<file path="src/logic/cpc_pkg.sv">
`default_nettype none

package cpc_pkg;

  // Bus and field widths
  typedef logic [15:0] addr_t;
  typedef logic [7:0]  byte_t;
  typedef logic [4:0]  colour_t;
  typedef logic [3:0]  pen_t;
  typedef logic [13:0] scr_start_t;

  // PPI ports, matched on the high address byte
  localparam byte_t PORT_PPI_A     = 8'hF4;
  localparam byte_t PORT_PPI_B     = 8'hF5;
  localparam byte_t PORT_PPI_C     = 8'hF6;
  localparam byte_t PORT_PPI_CTRL  = 8'hF7;

  // CRTC index and data ports
  localparam byte_t PORT_CRTC_IDX  = 8'hBC;
  localparam byte_t PORT_CRTC_DATA = 8'hBD;

  // CRTC registers the core keeps
  localparam logic [4:0] CRTC_H_DISP = 5'd1;
  localparam logic [4:0] CRTC_V_DISP = 5'd6;
  localparam logic [4:0] CRTC_SCR_HI = 5'd12;
  localparam logic [4:0] CRTC_SCR_LO = 5'd13;

  // Port B read pattern, bit 0 replaced by vsync
  localparam byte_t PPI_B_ID = 8'h1E;

  // ==========================================================================
  // Gate array command byte
  // ==========================================================================
  // Function code, always in bits 7..6
  typedef enum logic [1:0] {
    SELECT_PEN = 2'd0,
    SET_COLOUR = 2'd1,
    ROM_MODE   = 2'd2,
    RAM_CFG    = 2'd3
  } ga_cmd_e;

  typedef struct packed {
    ga_cmd_e    cmd;
    logic       rsvd;
    logic       border;
    pen_t       pen;
  } ga_pen_sel_t;

  typedef struct packed {
    ga_cmd_e    cmd;
    logic       rsvd;
    colour_t    colour;
  } ga_colour_t;

  typedef struct packed {
    ga_cmd_e    cmd;
    logic [1:0] rsvd;
    logic       hi_rom_dis;
    logic       lo_rom_dis;
    logic [1:0] mode;
  } ga_rom_mode_t;

  typedef struct packed {
    ga_cmd_e    cmd;
    logic [2:0] bank;
    logic [2:0] cfg;
  } ga_ram_t;

  // One written byte, four views
  typedef union packed {
    ga_pen_sel_t  pen_sel;
    ga_colour_t   colour;
    ga_rom_mode_t rom_mode;
    ga_ram_t      ram;
  } ga_word_u;

endpackage

`default_nettype wire

</file>
<file path="src/logic/cpc_bus_if.sv">
`timescale 1ns/1ns
`default_nettype none

// Decoded Z80 bus, from the port decoder to the register blocks
interface cpc_bus_if import cpc_pkg::*; ();

  // Byte on the CPU data pins
  byte_t      wr_data;

  // I/O write strobes, never more than one high
  logic       ga_wr;
  logic       rom_bank_wr;
  logic       ppi_a_wr;
  logic       ppi_c_wr;
  logic       ppi_ctrl_wr;
  logic       crtc_idx_wr;
  logic       crtc_data_wr;

  // Read and memory strobes
  logic       ppi_a_rd;
  logic       ppi_b_rd;
  logic       mem_rd;
  logic       mem_wr;

  // 16K region, top two address bits
  logic [1:0] region;

  modport decoder (
    output wr_data, ga_wr, rom_bank_wr, ppi_a_wr, ppi_c_wr, ppi_ctrl_wr,
    output crtc_idx_wr, crtc_data_wr, ppi_a_rd, ppi_b_rd, mem_rd, mem_wr, region
  );

  modport target (
    input  wr_data, ga_wr, rom_bank_wr, ppi_a_wr, ppi_c_wr, ppi_ctrl_wr,
    input  crtc_idx_wr, crtc_data_wr, ppi_a_rd, ppi_b_rd, mem_rd, mem_wr, region
  );

endinterface

`default_nettype wire

</file>
<file path="src/logic/cpc_bus_top.sv">
`timescale 1ns/1ns
`default_nettype none

module cpc_bus_top import cpc_pkg::*; #(
  parameter byte_t ROM_HI_BANK = 8'd7
) (
  input  wire logic        clk_cpu,
  input  wire logic        pwr_up_reset_n,
  // Z80 pins
  input  wire addr_t       i_address,
  input  wire byte_t       i_data,
  input  wire logic        i_n_rd,
  input  wire logic        i_n_wr,
  input  wire logic        i_n_mreq,
  input  wire logic        i_n_iorq,
  // External memories and peripherals
  input  wire byte_t       i_ram_data,
  input  wire byte_t       i_vram_data,
  input  wire byte_t       i_rom_data,
  input  wire byte_t       i_kbd_data,
  input  wire logic        i_long_vsync,
  input  wire pen_t        i_pen_index,
  output wire byte_t       o_data,
  output wire addr_t       o_rom_addr,
  output wire logic        o_ram_we,
  output wire logic        o_vram_we,
  // Video settings
  output wire logic [1:0]  o_mode,
  output wire colour_t     o_border_colour,
  output wire colour_t     o_pen_colour,
  output wire logic [2:0]  o_ram_bank,
  output wire logic [2:0]  o_ram_config,
  output wire byte_t       o_h_disp,
  output wire byte_t       o_v_disp,
  output wire scr_start_t  o_scr_start,
  // Keyboard and PSG
  output wire logic [3:0]  o_kbd_row,
  output wire logic        o_psg_bdir,
  output wire logic        o_psg_bc1,
  output wire byte_t       o_psg_data,
  output wire byte_t       o_ppi_control
);

  // ROM disables from the gate array
  wire logic  hi_rom_dis;
  wire logic  lo_rom_dis;
  // PPI read value into the data mux
  wire byte_t io_rd_data;
  wire logic  io_rd_valid;

  cpc_bus_if bus ();

  cpc_io_decode io_decode (
    .i_address, .i_data, .i_n_rd, .i_n_wr, .i_n_mreq, .i_n_iorq,
    .bus (bus.decoder)
  );

  cpc_gate_array gate_array (
    .clk_cpu, .pwr_up_reset_n, .bus (bus.target), .i_pen_index,
    .o_mode, .o_border_colour, .o_pen_colour,
    .o_hi_rom_dis (hi_rom_dis), .o_lo_rom_dis (lo_rom_dis),
    .o_ram_bank, .o_ram_config
  );

  cpc_crtc_regs crtc_regs (
    .clk_cpu, .pwr_up_reset_n, .bus (bus.target),
    .o_h_disp, .o_v_disp, .o_scr_start
  );

  cpc_ppi_port ppi_port (
    .clk_cpu, .pwr_up_reset_n, .bus (bus.target), .i_kbd_data, .i_long_vsync,
    .o_psg_data, .o_kbd_row, .o_psg_bdir, .o_psg_bc1, .o_ppi_control,
    .o_rd_data (io_rd_data), .o_rd_valid (io_rd_valid)
  );

  cpc_mem_map #(.ROM_HI_BANK (ROM_HI_BANK)) mem_map (
    .clk_cpu, .pwr_up_reset_n, .bus (bus.target), .i_address,
    .i_hi_rom_dis (hi_rom_dis), .i_lo_rom_dis (lo_rom_dis),
    .i_ram_data, .i_vram_data, .i_rom_data,
    .i_io_rd_data (io_rd_data), .i_io_rd_valid (io_rd_valid),
    .o_data, .o_rom_addr, .o_ram_we, .o_vram_we
  );

endmodule

`default_nettype wire

</file>
<file path="src/logic/cpc_crtc_regs.sv">
`timescale 1ns/1ns
`default_nettype none

module cpc_crtc_regs import cpc_pkg::*; (
  input  wire logic   clk_cpu,
  input  wire logic   pwr_up_reset_n,
  cpc_bus_if.target   bus,
  output byte_t       o_h_disp,
  output byte_t       o_v_disp,
  output scr_start_t  o_scr_start
);

  // Register pointer, 5 bits like the real 6845
  logic [4:0] crtc_idx;

  always_ff @(posedge clk_cpu) begin
    if (!pwr_up_reset_n) begin
      crtc_idx    <= '0;
      o_h_disp    <= '0;
      o_v_disp    <= '0;
      o_scr_start <= '0;
    end else begin
      if (bus.crtc_idx_wr) begin
        crtc_idx <= bus.wr_data[4:0];
      end
      // Data goes where the pointer says
      if (bus.crtc_data_wr) begin
        case (crtc_idx)
          CRTC_H_DISP: begin
            o_h_disp <= bus.wr_data;
          end
          CRTC_V_DISP: begin
            o_v_disp <= bus.wr_data;
          end
          CRTC_SCR_HI: begin
            // Only six bits on the high half
            o_scr_start[13:8] <= bus.wr_data[5:0];
          end
          CRTC_SCR_LO: begin
            o_scr_start[7:0] <= bus.wr_data;
          end
          default: begin
            // Timing registers not modelled
          end
        endcase
      end
    end
  end

endmodule

`default_nettype wire

</file>
<file path="src/logic/cpc_gate_array.sv">
`timescale 1ns/1ns
`default_nettype none

module cpc_gate_array import cpc_pkg::*; (
  input  wire logic   clk_cpu,
  input  wire logic   pwr_up_reset_n,
  cpc_bus_if.target   bus,
  input  wire pen_t   i_pen_index,
  output logic [1:0]  o_mode,
  output colour_t     o_border_colour,
  output colour_t     o_pen_colour,
  output logic        o_hi_rom_dis,
  output logic        o_lo_rom_dis,
  output logic [2:0]  o_ram_bank,
  output logic [2:0]  o_ram_config
);

  // Written byte seen through the command views
  ga_word_u ga_word;
  ga_cmd_e  ga_cmd;

  // Pen pointer and border flag from the last select
  pen_t     pen;
  logic     border_sel;

  // Ink palette, one hardware colour per pen
  colour_t  palette [16];

  assign ga_word = bus.wr_data;
  assign ga_cmd  = ga_word.pen_sel.cmd;

  // ==========================================================================
  // Command registers
  // ==========================================================================
  always_ff @(posedge clk_cpu) begin
    if (!pwr_up_reset_n) begin
      pen             <= '0;
      border_sel      <= 1'b0;
      o_border_colour <= '0;
      o_mode          <= '0;
      o_hi_rom_dis    <= 1'b0;
      o_lo_rom_dis    <= 1'b0;
      o_ram_bank      <= '0;
      o_ram_config    <= '0;
    end else if (bus.ga_wr) begin
      case (ga_cmd)
        SELECT_PEN: begin
          border_sel <= ga_word.pen_sel.border;
          pen        <= ga_word.pen_sel.pen;
        end
        SET_COLOUR: begin
          // Palette side handled below
          if (border_sel) begin
            o_border_colour <= ga_word.colour.colour;
          end
        end
        ROM_MODE: begin
          o_hi_rom_dis <= ga_word.rom_mode.hi_rom_dis;
          o_lo_rom_dis <= ga_word.rom_mode.lo_rom_dis;
          o_mode       <= ga_word.rom_mode.mode;
        end
        RAM_CFG: begin
          o_ram_bank   <= ga_word.ram.bank;
          o_ram_config <= ga_word.ram.cfg;
        end
      endcase
    end
  end

  // Palette write when the pen is not the border
  always_ff @(posedge clk_cpu) begin
    if (bus.ga_wr && (ga_cmd == SET_COLOUR) && !border_sel) begin
      palette[pen] <= ga_word.colour.colour;
    end
  end

  // Video side lookup, straight from the pen pins
  assign o_pen_colour = palette[i_pen_index];

endmodule

`default_nettype wire

</file>
<file path="src/logic/cpc_io_decode.sv">
`timescale 1ns/1ns
`default_nettype none

module cpc_io_decode import cpc_pkg::*; (
  input  wire addr_t  i_address,
  input  wire byte_t  i_data,
  input  wire logic   i_n_rd,
  input  wire logic   i_n_wr,
  input  wire logic   i_n_mreq,
  input  wire logic   i_n_iorq,
  cpc_bus_if.decoder  bus
);

  // Active high cycle types
  logic  io_wr;
  logic  io_rd;

  // Raw selects before priority
  logic  ga_cs;
  logic  rom_bank_cs;
  byte_t port_hi;

  assign io_wr = !i_n_wr && !i_n_iorq;
  assign io_rd = !i_n_rd && !i_n_iorq;

  // Memory cycles
  assign bus.mem_wr = !i_n_wr && !i_n_mreq;
  assign bus.mem_rd = !i_n_rd && !i_n_mreq;

  // Gate array answers to A15 low, A14 high
  assign ga_cs       = !i_address[15] && i_address[14];
  // Upper ROM select only looks at A13
  assign rom_bank_cs = !i_address[13];
  assign port_hi     = i_address[15:8];

  assign bus.wr_data = i_data;
  assign bus.region  = i_address[15:14];

  // PPI reads, full high byte compare
  assign bus.ppi_a_rd = io_rd && (port_hi == PORT_PPI_A);
  assign bus.ppi_b_rd = io_rd && (port_hi == PORT_PPI_B);

  // ==========================================================================
  // Write target priority
  // ==========================================================================
  always_comb begin
    bus.ga_wr        = 1'b0;
    bus.rom_bank_wr  = 1'b0;
    bus.ppi_a_wr     = 1'b0;
    bus.ppi_c_wr     = 1'b0;
    bus.ppi_ctrl_wr  = 1'b0;
    bus.crtc_idx_wr  = 1'b0;
    bus.crtc_data_wr = 1'b0;
    if (io_wr) begin
      // Loose gate array and ROM decodes win over full compares
      if (ga_cs) begin
        bus.ga_wr = 1'b1;
      end else if (rom_bank_cs) begin
        bus.rom_bank_wr = 1'b1;
      end else if (port_hi == PORT_PPI_A) begin
        bus.ppi_a_wr = 1'b1;
      end else if (port_hi == PORT_PPI_C) begin
        bus.ppi_c_wr = 1'b1;
      end else if (port_hi == PORT_PPI_CTRL) begin
        bus.ppi_ctrl_wr = 1'b1;
      end else if (port_hi == PORT_CRTC_IDX) begin
        bus.crtc_idx_wr = 1'b1;
      end else if (port_hi == PORT_CRTC_DATA) begin
        bus.crtc_data_wr = 1'b1;
      end
    end
  end

endmodule

`default_nettype wire

</file>
<file path="src/logic/cpc_mem_map.sv">
`timescale 1ns/1ns
`default_nettype none

module cpc_mem_map import cpc_pkg::*; #(
  parameter byte_t ROM_HI_BANK = 8'd7
) (
  input  wire logic   clk_cpu,
  input  wire logic   pwr_up_reset_n,
  cpc_bus_if.target   bus,
  input  wire addr_t  i_address,
  input  wire logic   i_hi_rom_dis,
  input  wire logic   i_lo_rom_dis,
  input  wire byte_t  i_ram_data,
  input  wire byte_t  i_vram_data,
  input  wire byte_t  i_rom_data,
  input  wire byte_t  i_io_rd_data,
  input  wire logic   i_io_rd_valid,
  output byte_t       o_data,
  output addr_t       o_rom_addr,
  output logic        o_ram_we,
  output logic        o_vram_we
);

  // Upper ROM select
  byte_t      rom_bank;
  // 16K image used for the upper ROM
  logic [1:0] rom_img;

  always_ff @(posedge clk_cpu) begin
    if (!pwr_up_reset_n) begin
      rom_bank <= '0;
    end else if (bus.rom_bank_wr) begin
      rom_bank <= bus.wr_data;
    end
  end

  // ==========================================================================
  // ROM addressing
  // ==========================================================================
  // Image 0 is the OS, image 1 BASIC, image 2 the extra upper ROM
  assign rom_img    = (rom_bank == ROM_HI_BANK) ? 2'b10 : 2'b01;
  assign o_rom_addr = (bus.region == 2'd0) ? i_address : {rom_img, i_address[13:0]};

  // Top 16K is the screen
  assign o_ram_we  = bus.mem_wr && (bus.region != 2'd3);
  assign o_vram_we = bus.mem_wr && (bus.region == 2'd3);

  // ==========================================================================
  // CPU read data
  // ==========================================================================
  always_comb begin
    o_data = '0;
    if (bus.mem_rd) begin
      case (bus.region)
        2'd0: begin
          o_data = i_lo_rom_dis ? i_ram_data : i_rom_data;
        end
        2'd3: begin
          // Screen RAM shows through when upper ROM is off
          o_data = i_hi_rom_dis ? i_vram_data : i_rom_data;
        end
        default: begin
          o_data = i_ram_data;
        end
      endcase
    end else if (i_io_rd_valid) begin
      o_data = i_io_rd_data;
    end
  end

endmodule

`default_nettype wire

</file>
<file path="src/logic/cpc_ppi_port.sv">
`timescale 1ns/1ns
`default_nettype none

module cpc_ppi_port import cpc_pkg::*; (
  input  wire logic   clk_cpu,
  input  wire logic   pwr_up_reset_n,
  cpc_bus_if.target   bus,
  input  wire byte_t  i_kbd_data,
  input  wire logic   i_long_vsync,
  output byte_t       o_psg_data,
  output logic [3:0]  o_kbd_row,
  output logic        o_psg_bdir,
  output logic        o_psg_bc1,
  output byte_t       o_ppi_control,
  output byte_t       o_rd_data,
  output logic        o_rd_valid
);

  // Port C drives keyboard row and PSG control
  byte_t ppi_c;

  always_ff @(posedge clk_cpu) begin
    if (!pwr_up_reset_n) begin
      o_psg_data    <= '0;
      ppi_c         <= '0;
      o_ppi_control <= '0;
    end else begin
      if (bus.ppi_a_wr) begin
        o_psg_data <= bus.wr_data;
      end
      if (bus.ppi_c_wr) begin
        ppi_c <= bus.wr_data;
      end
      if (bus.ppi_ctrl_wr) begin
        o_ppi_control <= bus.wr_data;
      end
    end
  end

  assign o_kbd_row  = ppi_c[3:0];
  assign o_psg_bdir = ppi_c[7];
  assign o_psg_bc1  = ppi_c[6];

  // Read value, port A first
  assign o_rd_valid = bus.ppi_a_rd || bus.ppi_b_rd;
  assign o_rd_data  = bus.ppi_a_rd ? i_kbd_data :
                      bus.ppi_b_rd ? {PPI_B_ID[7:1], i_long_vsync} : '0;

endmodule

`default_nettype wire

</file>
<file path="config.mk">
export PLATFORM = sky130hd
export DESIGN_NAME = cpc_bus_top
export DESIGN_NICKNAME = d
export VERILOG_FILES = /design/src/logic/cpc_pkg.sv /design/src/logic/cpc_bus_if.sv /design/src/logic/cpc_bus_top.sv /design/src/logic/cpc_crtc_regs.sv /design/src/logic/cpc_gate_array.sv /design/src/logic/cpc_io_decode.sv /design/src/logic/cpc_mem_map.sv /design/src/logic/cpc_ppi_port.sv
export SDC_FILE = /design/constraint.sdc
export NUM_CORES = 1
export LEC_CHECK = 0
export BUFFER_PORTS_ARGS = -buffer_cell sky130_fd_sc_hd__buf_2
export CAP_MARGIN = 20
export CORE_AREA = 3 3 87 150
export CTS_BUF_LIST = sky130_fd_sc_hd__clkbuf_8
export DETAILED_ROUTE_END_ITERATION = 16
export DIE_AREA = 0 0 90 153
export HOLD_SLACK_MARGIN = 0.02
export PLACE_DENSITY = 0.88
export SKIP_LAST_GASP = 1
export SLEW_MARGIN = 0
export SYNTH_ARGS = -nofsm -noshare
export SYNTH_HDL_FRONTEND = slang
export SYNTH_SLANG_ARGS = --single-unit
</file>
<file path="constraint.sdc">
create_clock -name clk_cpu -period 7.65 [get_ports clk_cpu]
set_input_delay 1.1475 -clock clk_cpu [delete_from_list [all_inputs] [get_ports clk_cpu]]
set_output_delay 1.1475 -clock clk_cpu [all_outputs]
set_load 0.02 [all_outputs]
</file>
## Yosys cells after proc, flatten, opt, wreduce, memory -nomap -nowiden

Memory sizes are Yosys's and may differ from the RTL's.
Index checks and enable logic that the tools add are counted.

- Register bits after elaboration: 87
- RAM bits: 80
- Input port bits: 67
- Output and inout port bits: 96
- Word-level logic and storage cells: 108
- Memories kept: 1

Memory list:

| name | words | width | read ports | clocked after Yosys merged registers in | wr ports | RTL line | text |
|---|---|---|---|---|---|---|---|
| gate_array.palette | 16 | 5 | 1 | 0 | 1 | cpc_gate_array.sv:27 | `colour_t palette [16];` |

- Equality and inequality tests: 16
- Multiplexer cells: 46
- Reduce and logical (&&, ||, !) cells: 28

Operators with widths:

| cell | count |
|---|---|
| $eq A8 B8 Y1 const B | 6 |
| $mux W8 | 5 |
| $mux W1 | 37 |
| $mux W16 | 1 |
| $pmux W8 S2 | 1 |
| $reduce_and A2 Y1 | 7 |
| $logic_and A1 B1 Y1 | 11 |
| $eq A5 B4 Y1 const B | 2 |
| $eq A8 B3 Y1 const B | 1 |
| $eq A2 B2 Y1 const B | 3 |
| $logic_not A1 Y1 | 6 |
| $eq A5 B1 Y1 const B | 1 |
| $eq A5 B3 Y1 const B | 1 |
| $mux W5 | 1 |
| $logic_not A2 Y1 | 2 |
| $reduce_and A3 Y1 | 1 |
| $eq A2 B1 Y1 const B | 1 |
| $mux W2 | 1 |
| $ne A2 B2 Y1 const B | 1 |
| $logic_or A1 B1 Y1 | 1 |

## Longest topological paths before layout

- Word-level depth: 10
- Gate-level depth with buffers: 8
- Gate-level depth less buffers: 6

## Cells and area by module

From an unflattened synthesis, not the netlist that was laid out.

- Cell total of the unflattened synthesis: 579
- Area total of the unflattened synthesis: 7268.2 um^2

By module, submodules not included:

| module | times used | cells an instance | area each (um^2) | sequential area each (um^2) |
|---|---|---|---|---|
| cpc_gate_array | 1 | 227 | 3907.5 | 2802.7 |
| cpc_crtc_regs | 1 | 129 | 1333.8 | 700.7 |
| cpc_ppi_port | 1 | 88 | 934.6 | 440.4 |
| cpc_mem_map | 1 | 107 | 890.9 | 160.2 |
| cpc_io_decode | 1 | 28 | 201.4 | 0.0 |

## Least setup slack after synthesis

Ideal clock, no wire load.

- Path type: input port to output port
- Start point: input port i_address[14]
- End point: output port o_data[5]
- Data arrival time: 2.684 ns
- Data required time: 6.503 ns
- Path slack: 3.819 ns
- Stages on the path: 5
- Buffers on the path: 0
- Cell sequence: ha_1 or3b_4 nor4_1 nand2_1 o21ai_0

- Longest elaborated chain between the ends: 5
- Elaborated cells on any way between the ends: 11
- Classes of those cells: 3 x eq/ne; 4 x mux; 4 x reduce/logical

Ends and longest elaborated chain:

| element | RTL line | text |
|---|---|---|
| start: declaration | cpc_bus_top.sv:10 | `input wire addr_t i_address,` |
| $eq A8 B8 Y1 (on tied branches) | cpc_io_decode.sv:40, cpc_io_decode.sv:41 |  |
| $logic_and A1 B1 Y1 (on tied branches) | cpc_io_decode.sv:40, cpc_io_decode.sv:41 |  |
| $mux W8 / $logic_or A1 B1 Y1 (equally long branches) | cpc_ppi_port.sv:46, cpc_ppi_port.sv:45 |  |
| $mux W8 | cpc_mem_map.sv:66 | `end else if (i_io_rd_valid) begin` |
| $mux W8 * | cpc_mem_map.sv:53 | `if (bus.mem_rd) begin` |
| end: declaration | cpc_bus_top.sv:23 | `output wire byte_t o_data,` |

Mark *: on every way between the ends. The rest lies on a longest branch, timed or not.

## Worst setup path after layout

- Start point: input port i_address[15]
- End point: output port o_data[5]

The elaborated chain is that of the path after synthesis.

==> results_tabular.tex <==
\begin{tabular}{lr}
\hline
Metric & Value \\
\hline
\multicolumn{2}{l}{\textbf{Clock tree}} \\
\quad Total CTS buffers & 17 \\
\quad Clock latency of the later-clocked register in the worst-skew pair & 440 ps \\
\quad CTS H-tree lvls & 4 \\
\quad Post-CTS clock slew at the launch and capture registers of the worst setup and hold paths & 70 ps \\
\quad Number of buffers inserted for hold repair after clock tree synthesis & 0 \\
\quad Buffer cell driving the clock tree root & sky130\_fd\_sc\_hd\_\_clkbuf\_8 \\
\quad CTS tree & done \\
\quad Number of cells upsized or downsized after cts & 0 \\
\quad CTS sink cnt & between 150 and 200 \\
\quad Post-CTS setup buffers & 0 \\
\quad Number of buffers on the longest clock path & 2 \\
\multicolumn{2}{l}{\textbf{Global route}} \\
\quad Maximum number of pins on one net before global-route repair & between 90 and 100 \\
\quad Number of global-route vias before repair & around 5300 \\
\quad Overflow after GRT & 0 \\
\quad Total routing resource utilization after global routing & 0.252 \\
\quad Global-route wire length before repair & between 20 and 30 mm \\
\quad Initial antenna violation count & 0 \\
\multicolumn{2}{l}{\textbf{Power}} \\
\quad Flop pwr share & 0.561 \\
\quad Maximum vdd drop & around 0.15 mV \\
\quad Switching part of the total power & 0.219 \\
\quad Cell leakage power & roughly 0.0032 uW \\
\quad Internal power summed over all cells & roughly 1300 uW \\
\quad Combinational Power Share & 0.073 \\
\quad Power Density & roughly 200 mW/mm\^{}2 \\
\quad Switching Power & $\sim$360 uW \\
\quad Clk pwr share & 0.367 \\
\multicolumn{2}{l}{\textbf{STA}} \\
\quad Setup repair after global routing missed its margin & false \\
\quad Worst-margin pin slew & $\sim$1000 ps \\
\quad Setup Total Neg Slack & 0 ps \\
\quad Clock skew after layout & 12.6 ps \\
\quad Number of max-slew violations in the final report & 0 \\
\quad Clock period minus final worst setup slack & 4370 ps \\
\quad Total of endpoints with negative setup slack in the final report & 0 \\
\quad Final worst-path cycle share & 0.572 \\
\quad Upper clock frequency limit & between 0.2 and 0.25 GHz \\
\quad Final hold violation count & 0 \\
\quad Max-slew headroom at the worst pin & 0.313 \\
\multicolumn{2}{l}{\textbf{Finish}} \\
\quad Synth-to-layout area growth & 16.0\% \\
\quad Final cell area excluding filler cells & roughly 0.0082 mm\^{}2 \\
\quad Number of nets in the layout & between 700 and 800 \\
\quad Count of antenna diodes in the layout & 0 \\
\quad Share of layout cells above drive strength 1 & 0.310 \\
\multicolumn{2}{l}{\textbf{Floorplan}} \\
\quad DIE HEIGHT & between 150 and 200 um \\
\quad Area of the core region & approximately 0.012 mm\^{}2 \\
\quad Die W & 90 um \\
\quad Number of primary I/O pins & approximately 160 \\
\quad Effective utilization at floorplan & 0.586 \\
\quad Die Outline Area & 0.0138 mm\^{}2 \\
\quad Count of standard-cell rows & 53 \\
\multicolumn{2}{l}{\textbf{Routing}} \\
\quad Wirelength, routed & 17.0 mm \\
\quad Antenna violation net count after detailed routing & 0 \\
\quad 1st-pass router iterations & 5 \\
\quad DR vias & 4970 \\
\quad Vias per cell & around 5.7 \\
\quad Average routed wire per standard cell & approximately 20 um \\
\quad Detailed-route DRC error count & 0 \\
\quad Number of DRC markers after the initial detailed-route iteration & about 320 \\
\multicolumn{2}{l}{\textbf{Yosys}} \\
\quad Main area contributors after synthesis & sky130\_fd\_sc\_hd\_\_edfxtp\_1 (34\%), sky130\_fd\_sc\_hd\_\_dfxtp\_1 (24\%), sky130\_fd\_sc\_hd\_\_mux2i\_1 (11\%), sky130\_fd\_sc\_hd\_\_mux4\_2 (6.4\%), sky130\_fd\_sc\_hd\_\_nand2\_1 (4.5\%) \\
\quad Unique cell type count in the Yosys netlist & 50 \\
\quad Ranking of synthesized cells by instance count & sky130\_fd\_sc\_hd\_\_dfxtp\_1 (85), sky130\_fd\_sc\_hd\_\_nand2\_1 (85), sky130\_fd\_sc\_hd\_\_edfxtp\_1 (80) \\
\quad Share of the synthesized area in the top cell type & 0.340 \\
\quad Sequential element share of the synthesized area & 0.580 \\
\quad Cell taking the most area after synthesis & sky130\_fd\_sc\_hd\_\_edfxtp\_1 \\
\quad Fraction of registers with async set or reset after synthesis & 0 \\
\quad Gate Count Post-Synth & 568 \\
\quad Leading register cell type out of synthesis & sky130\_fd\_sc\_hd\_\_dfxtp\_1 \\
\quad Synthesized Nets & approximately 640 \\
\quad Total standard cell area after synthesis & between 0.007 and 0.008 mm\^{}2 \\
\quad Syn. warnings & 0 \\
\quad Avg Inst Size Synth & $\sim$12 um\^{}2 \\
\quad Synth Register Bits & roughly 170 \\
\quad Number of synthesized flops with an enable pin & 80 \\
\multicolumn{2}{l}{\textbf{Placement}} \\
\quad Routability-driven placement congestion ratio & $\sim$0.99 \\
\quad Count of input and output buffers & between 100 and 150 \\
\quad Post-DP HPWL & 12.4 mm \\
\quad Standard cell area after detailed placement & between 0.007 and 0.008 mm\^{}2 \\
\multicolumn{2}{l}{\textbf{Setup path}} \\
\quad Worst EP arrival & around 3200 ps \\
\quad Type of destination of the critical path & primary output \\
\quad Startpoint class of the critical path & primary input \\
\quad Start of the worst register-to-register path & gate\_array.pen[3] \\
\quad Endpoint of the worst-slack reg-to-reg timing path & gate\_array.palette[0][1] \\
\quad Worst R2R Path Depth & 3 \\
\quad Class of the most critical setup path & primary input to primary output \\
\quad Register-to-register setup slack & approximately 5700 ps \\
\quad Peak fanout along the critical path & 7 \\
\quad Crit path required time & 6500 ps \\
\multicolumn{2}{l}{\textbf{Job}} \\
\quad Number of maximum-capacitance constraint violations & 0 \\
\multicolumn{2}{l}{\textbf{Hold path}} \\
\quad Min-delay src & crtc\_regs.o\_scr\_start[1] \\
\quad Number of cells traversed by the worst hold path & 2 \\
\quad Endpoint with the worst hold slack & crtc\_regs.o\_scr\_start[1] \\
\quad Worst min-delay path category & flop to flop \\
\multicolumn{2}{l}{\textbf{Run status}} \\
\quad Outcome & finished clean \\
\hline
\end{tabular}
-- through the flow --
step / util / total power (uW) / instances / setup slack [ps] / hold slack [ps]
4_1_cts: 0.680 / 1660 / 872 / 3310 / 461
5_1_grt: 0.680 / 1710 / 872 / 3070 / 475
3_3_place_gp: 0.647 / 1060 / 840 / 3420 / 440
6_report: 0.680 / 1650 / 872 / 3280 / 461
3_5_place_dp: 0.647 / 1070 / 840 / 3320 / 445
2_1_floorplan: - / 1020 / 568 / 3820 / 473
-- final cells by class --
cell class | count | area, um^2
sequential | 165 | 4100
fill | 893 | 3860
multi-input combinational | 360 | 2750
timing repair buffer | 147 | 738
clock buffer | 21 | 289
tap | 165 | 206
clock inverter | 11 | 109
inverter | 3 | 11.3
-- registers in the layout, summed over array words and instances, names as in the netlist --
name / cells
mem_map.rom_bank: 8
ppi_port.o_ppi_control: 8
gate_array.o_lo_rom_dis: 1
crtc_regs.o_scr_start: 14
gate_array.o_border_colour: 5
gate_array.border_sel: 1
crtc_regs.o_v_disp: 8
gate_array.palette: 80
gate_array.o_mode: 2
gate_array.o_ram_bank: 3
gate_array.o_ram_config: 3
crtc_regs.o_h_disp: 8
ppi_port.ppi_c: 6
ppi_port.o_psg_data: 8
gate_array.o_hi_rom_dis: 1
crtc_regs.crtc_idx: 5
gate_array.pen: 4
-- power groups by stage --
| stage | combinational (uW) | clock [uW] | sequential [uW] |
|---|---|---|---|
| 2_1_floorplan | 76.4 | 0 | 947 |
| 3_3_place_gp | 114 | 0 | 947 |
| 3_5_place_dp | 119 | 0 | 948 |
| 4_1_cts | 119 | 611 | 927 |
| 5_1_grt | 130 | 651 | 927 |
| 6_report | 120 | 606 | 927 |
-- critical path, stage by stage --
cell	delay [ps]
sky130_fd_sc_hd__buf_2	120
sky130_fd_sc_hd__ha_1	250
sky130_fd_sc_hd__or3b_4	430
sky130_fd_sc_hd__nor4_1	840
sky130_fd_sc_hd__nand2_1	140
sky130_fd_sc_hd__o21ai_0	110
sky130_fd_sc_hd__buf_2	180
-- layer usage --
layer	vias up	wire length, um	GRT usage
met5	-	0	0
met2	204	9310	0.459
met3	38	932	0.0640
met4	0	535	0.102
met1	2416	6230	0.278
li1	2312	-	-
-- logic make-up after synthesis --
group	synth area share
simple gates	0.155
flops	0.580
mux	0.177
compound gates	0.0488
buf+inv	0.0315
fa+ha+maj	0.00708
-- cells in the final DEF (no fill, tap or decap), types with 10 or more instances in the layout --
cell	netlist	final
sky130_fd_sc_hd__nor2b_1	30	30
sky130_fd_sc_hd__dfxtp_1	85	85
sky130_fd_sc_hd__mux4_2	20	20
sky130_fd_sc_hd__a22oi_1	10	10
sky130_fd_sc_hd__clkbuf_8	0	21
sky130_fd_sc_hd__o21ai_0	21	21
sky130_fd_sc_hd__a21boi_0	10	10
sky130_fd_sc_hd__mux2i_1	77	77
sky130_fd_sc_hd__buf_2	3	146
sky130_fd_sc_hd__nand3_1	20	20
sky130_fd_sc_hd__nor2_1	18	18
sky130_fd_sc_hd__nor3_1	11	11
sky130_fd_sc_hd__nand2_1	85	85
sky130_fd_sc_hd__edfxtp_1	80	80
-- worst max path at each step --
stage | from | to | slack [ps] | cells after the start
after floorplan | i_address[14] | o_data[5] | 3820 | 5
after global placement | i_address[15] | o_data[6] | 3420 | 7
after detailed placement | i_address[15] | o_data[3] | 3320 | 7
after CTS | i_address[15] | o_data[3] | 3310 | 7
after global routing | i_address[15] | o_data[5] | 3070 | 7
final | i_address[15] | o_data[5] | 3280 | 7
(Power assumes the default switching activity.)
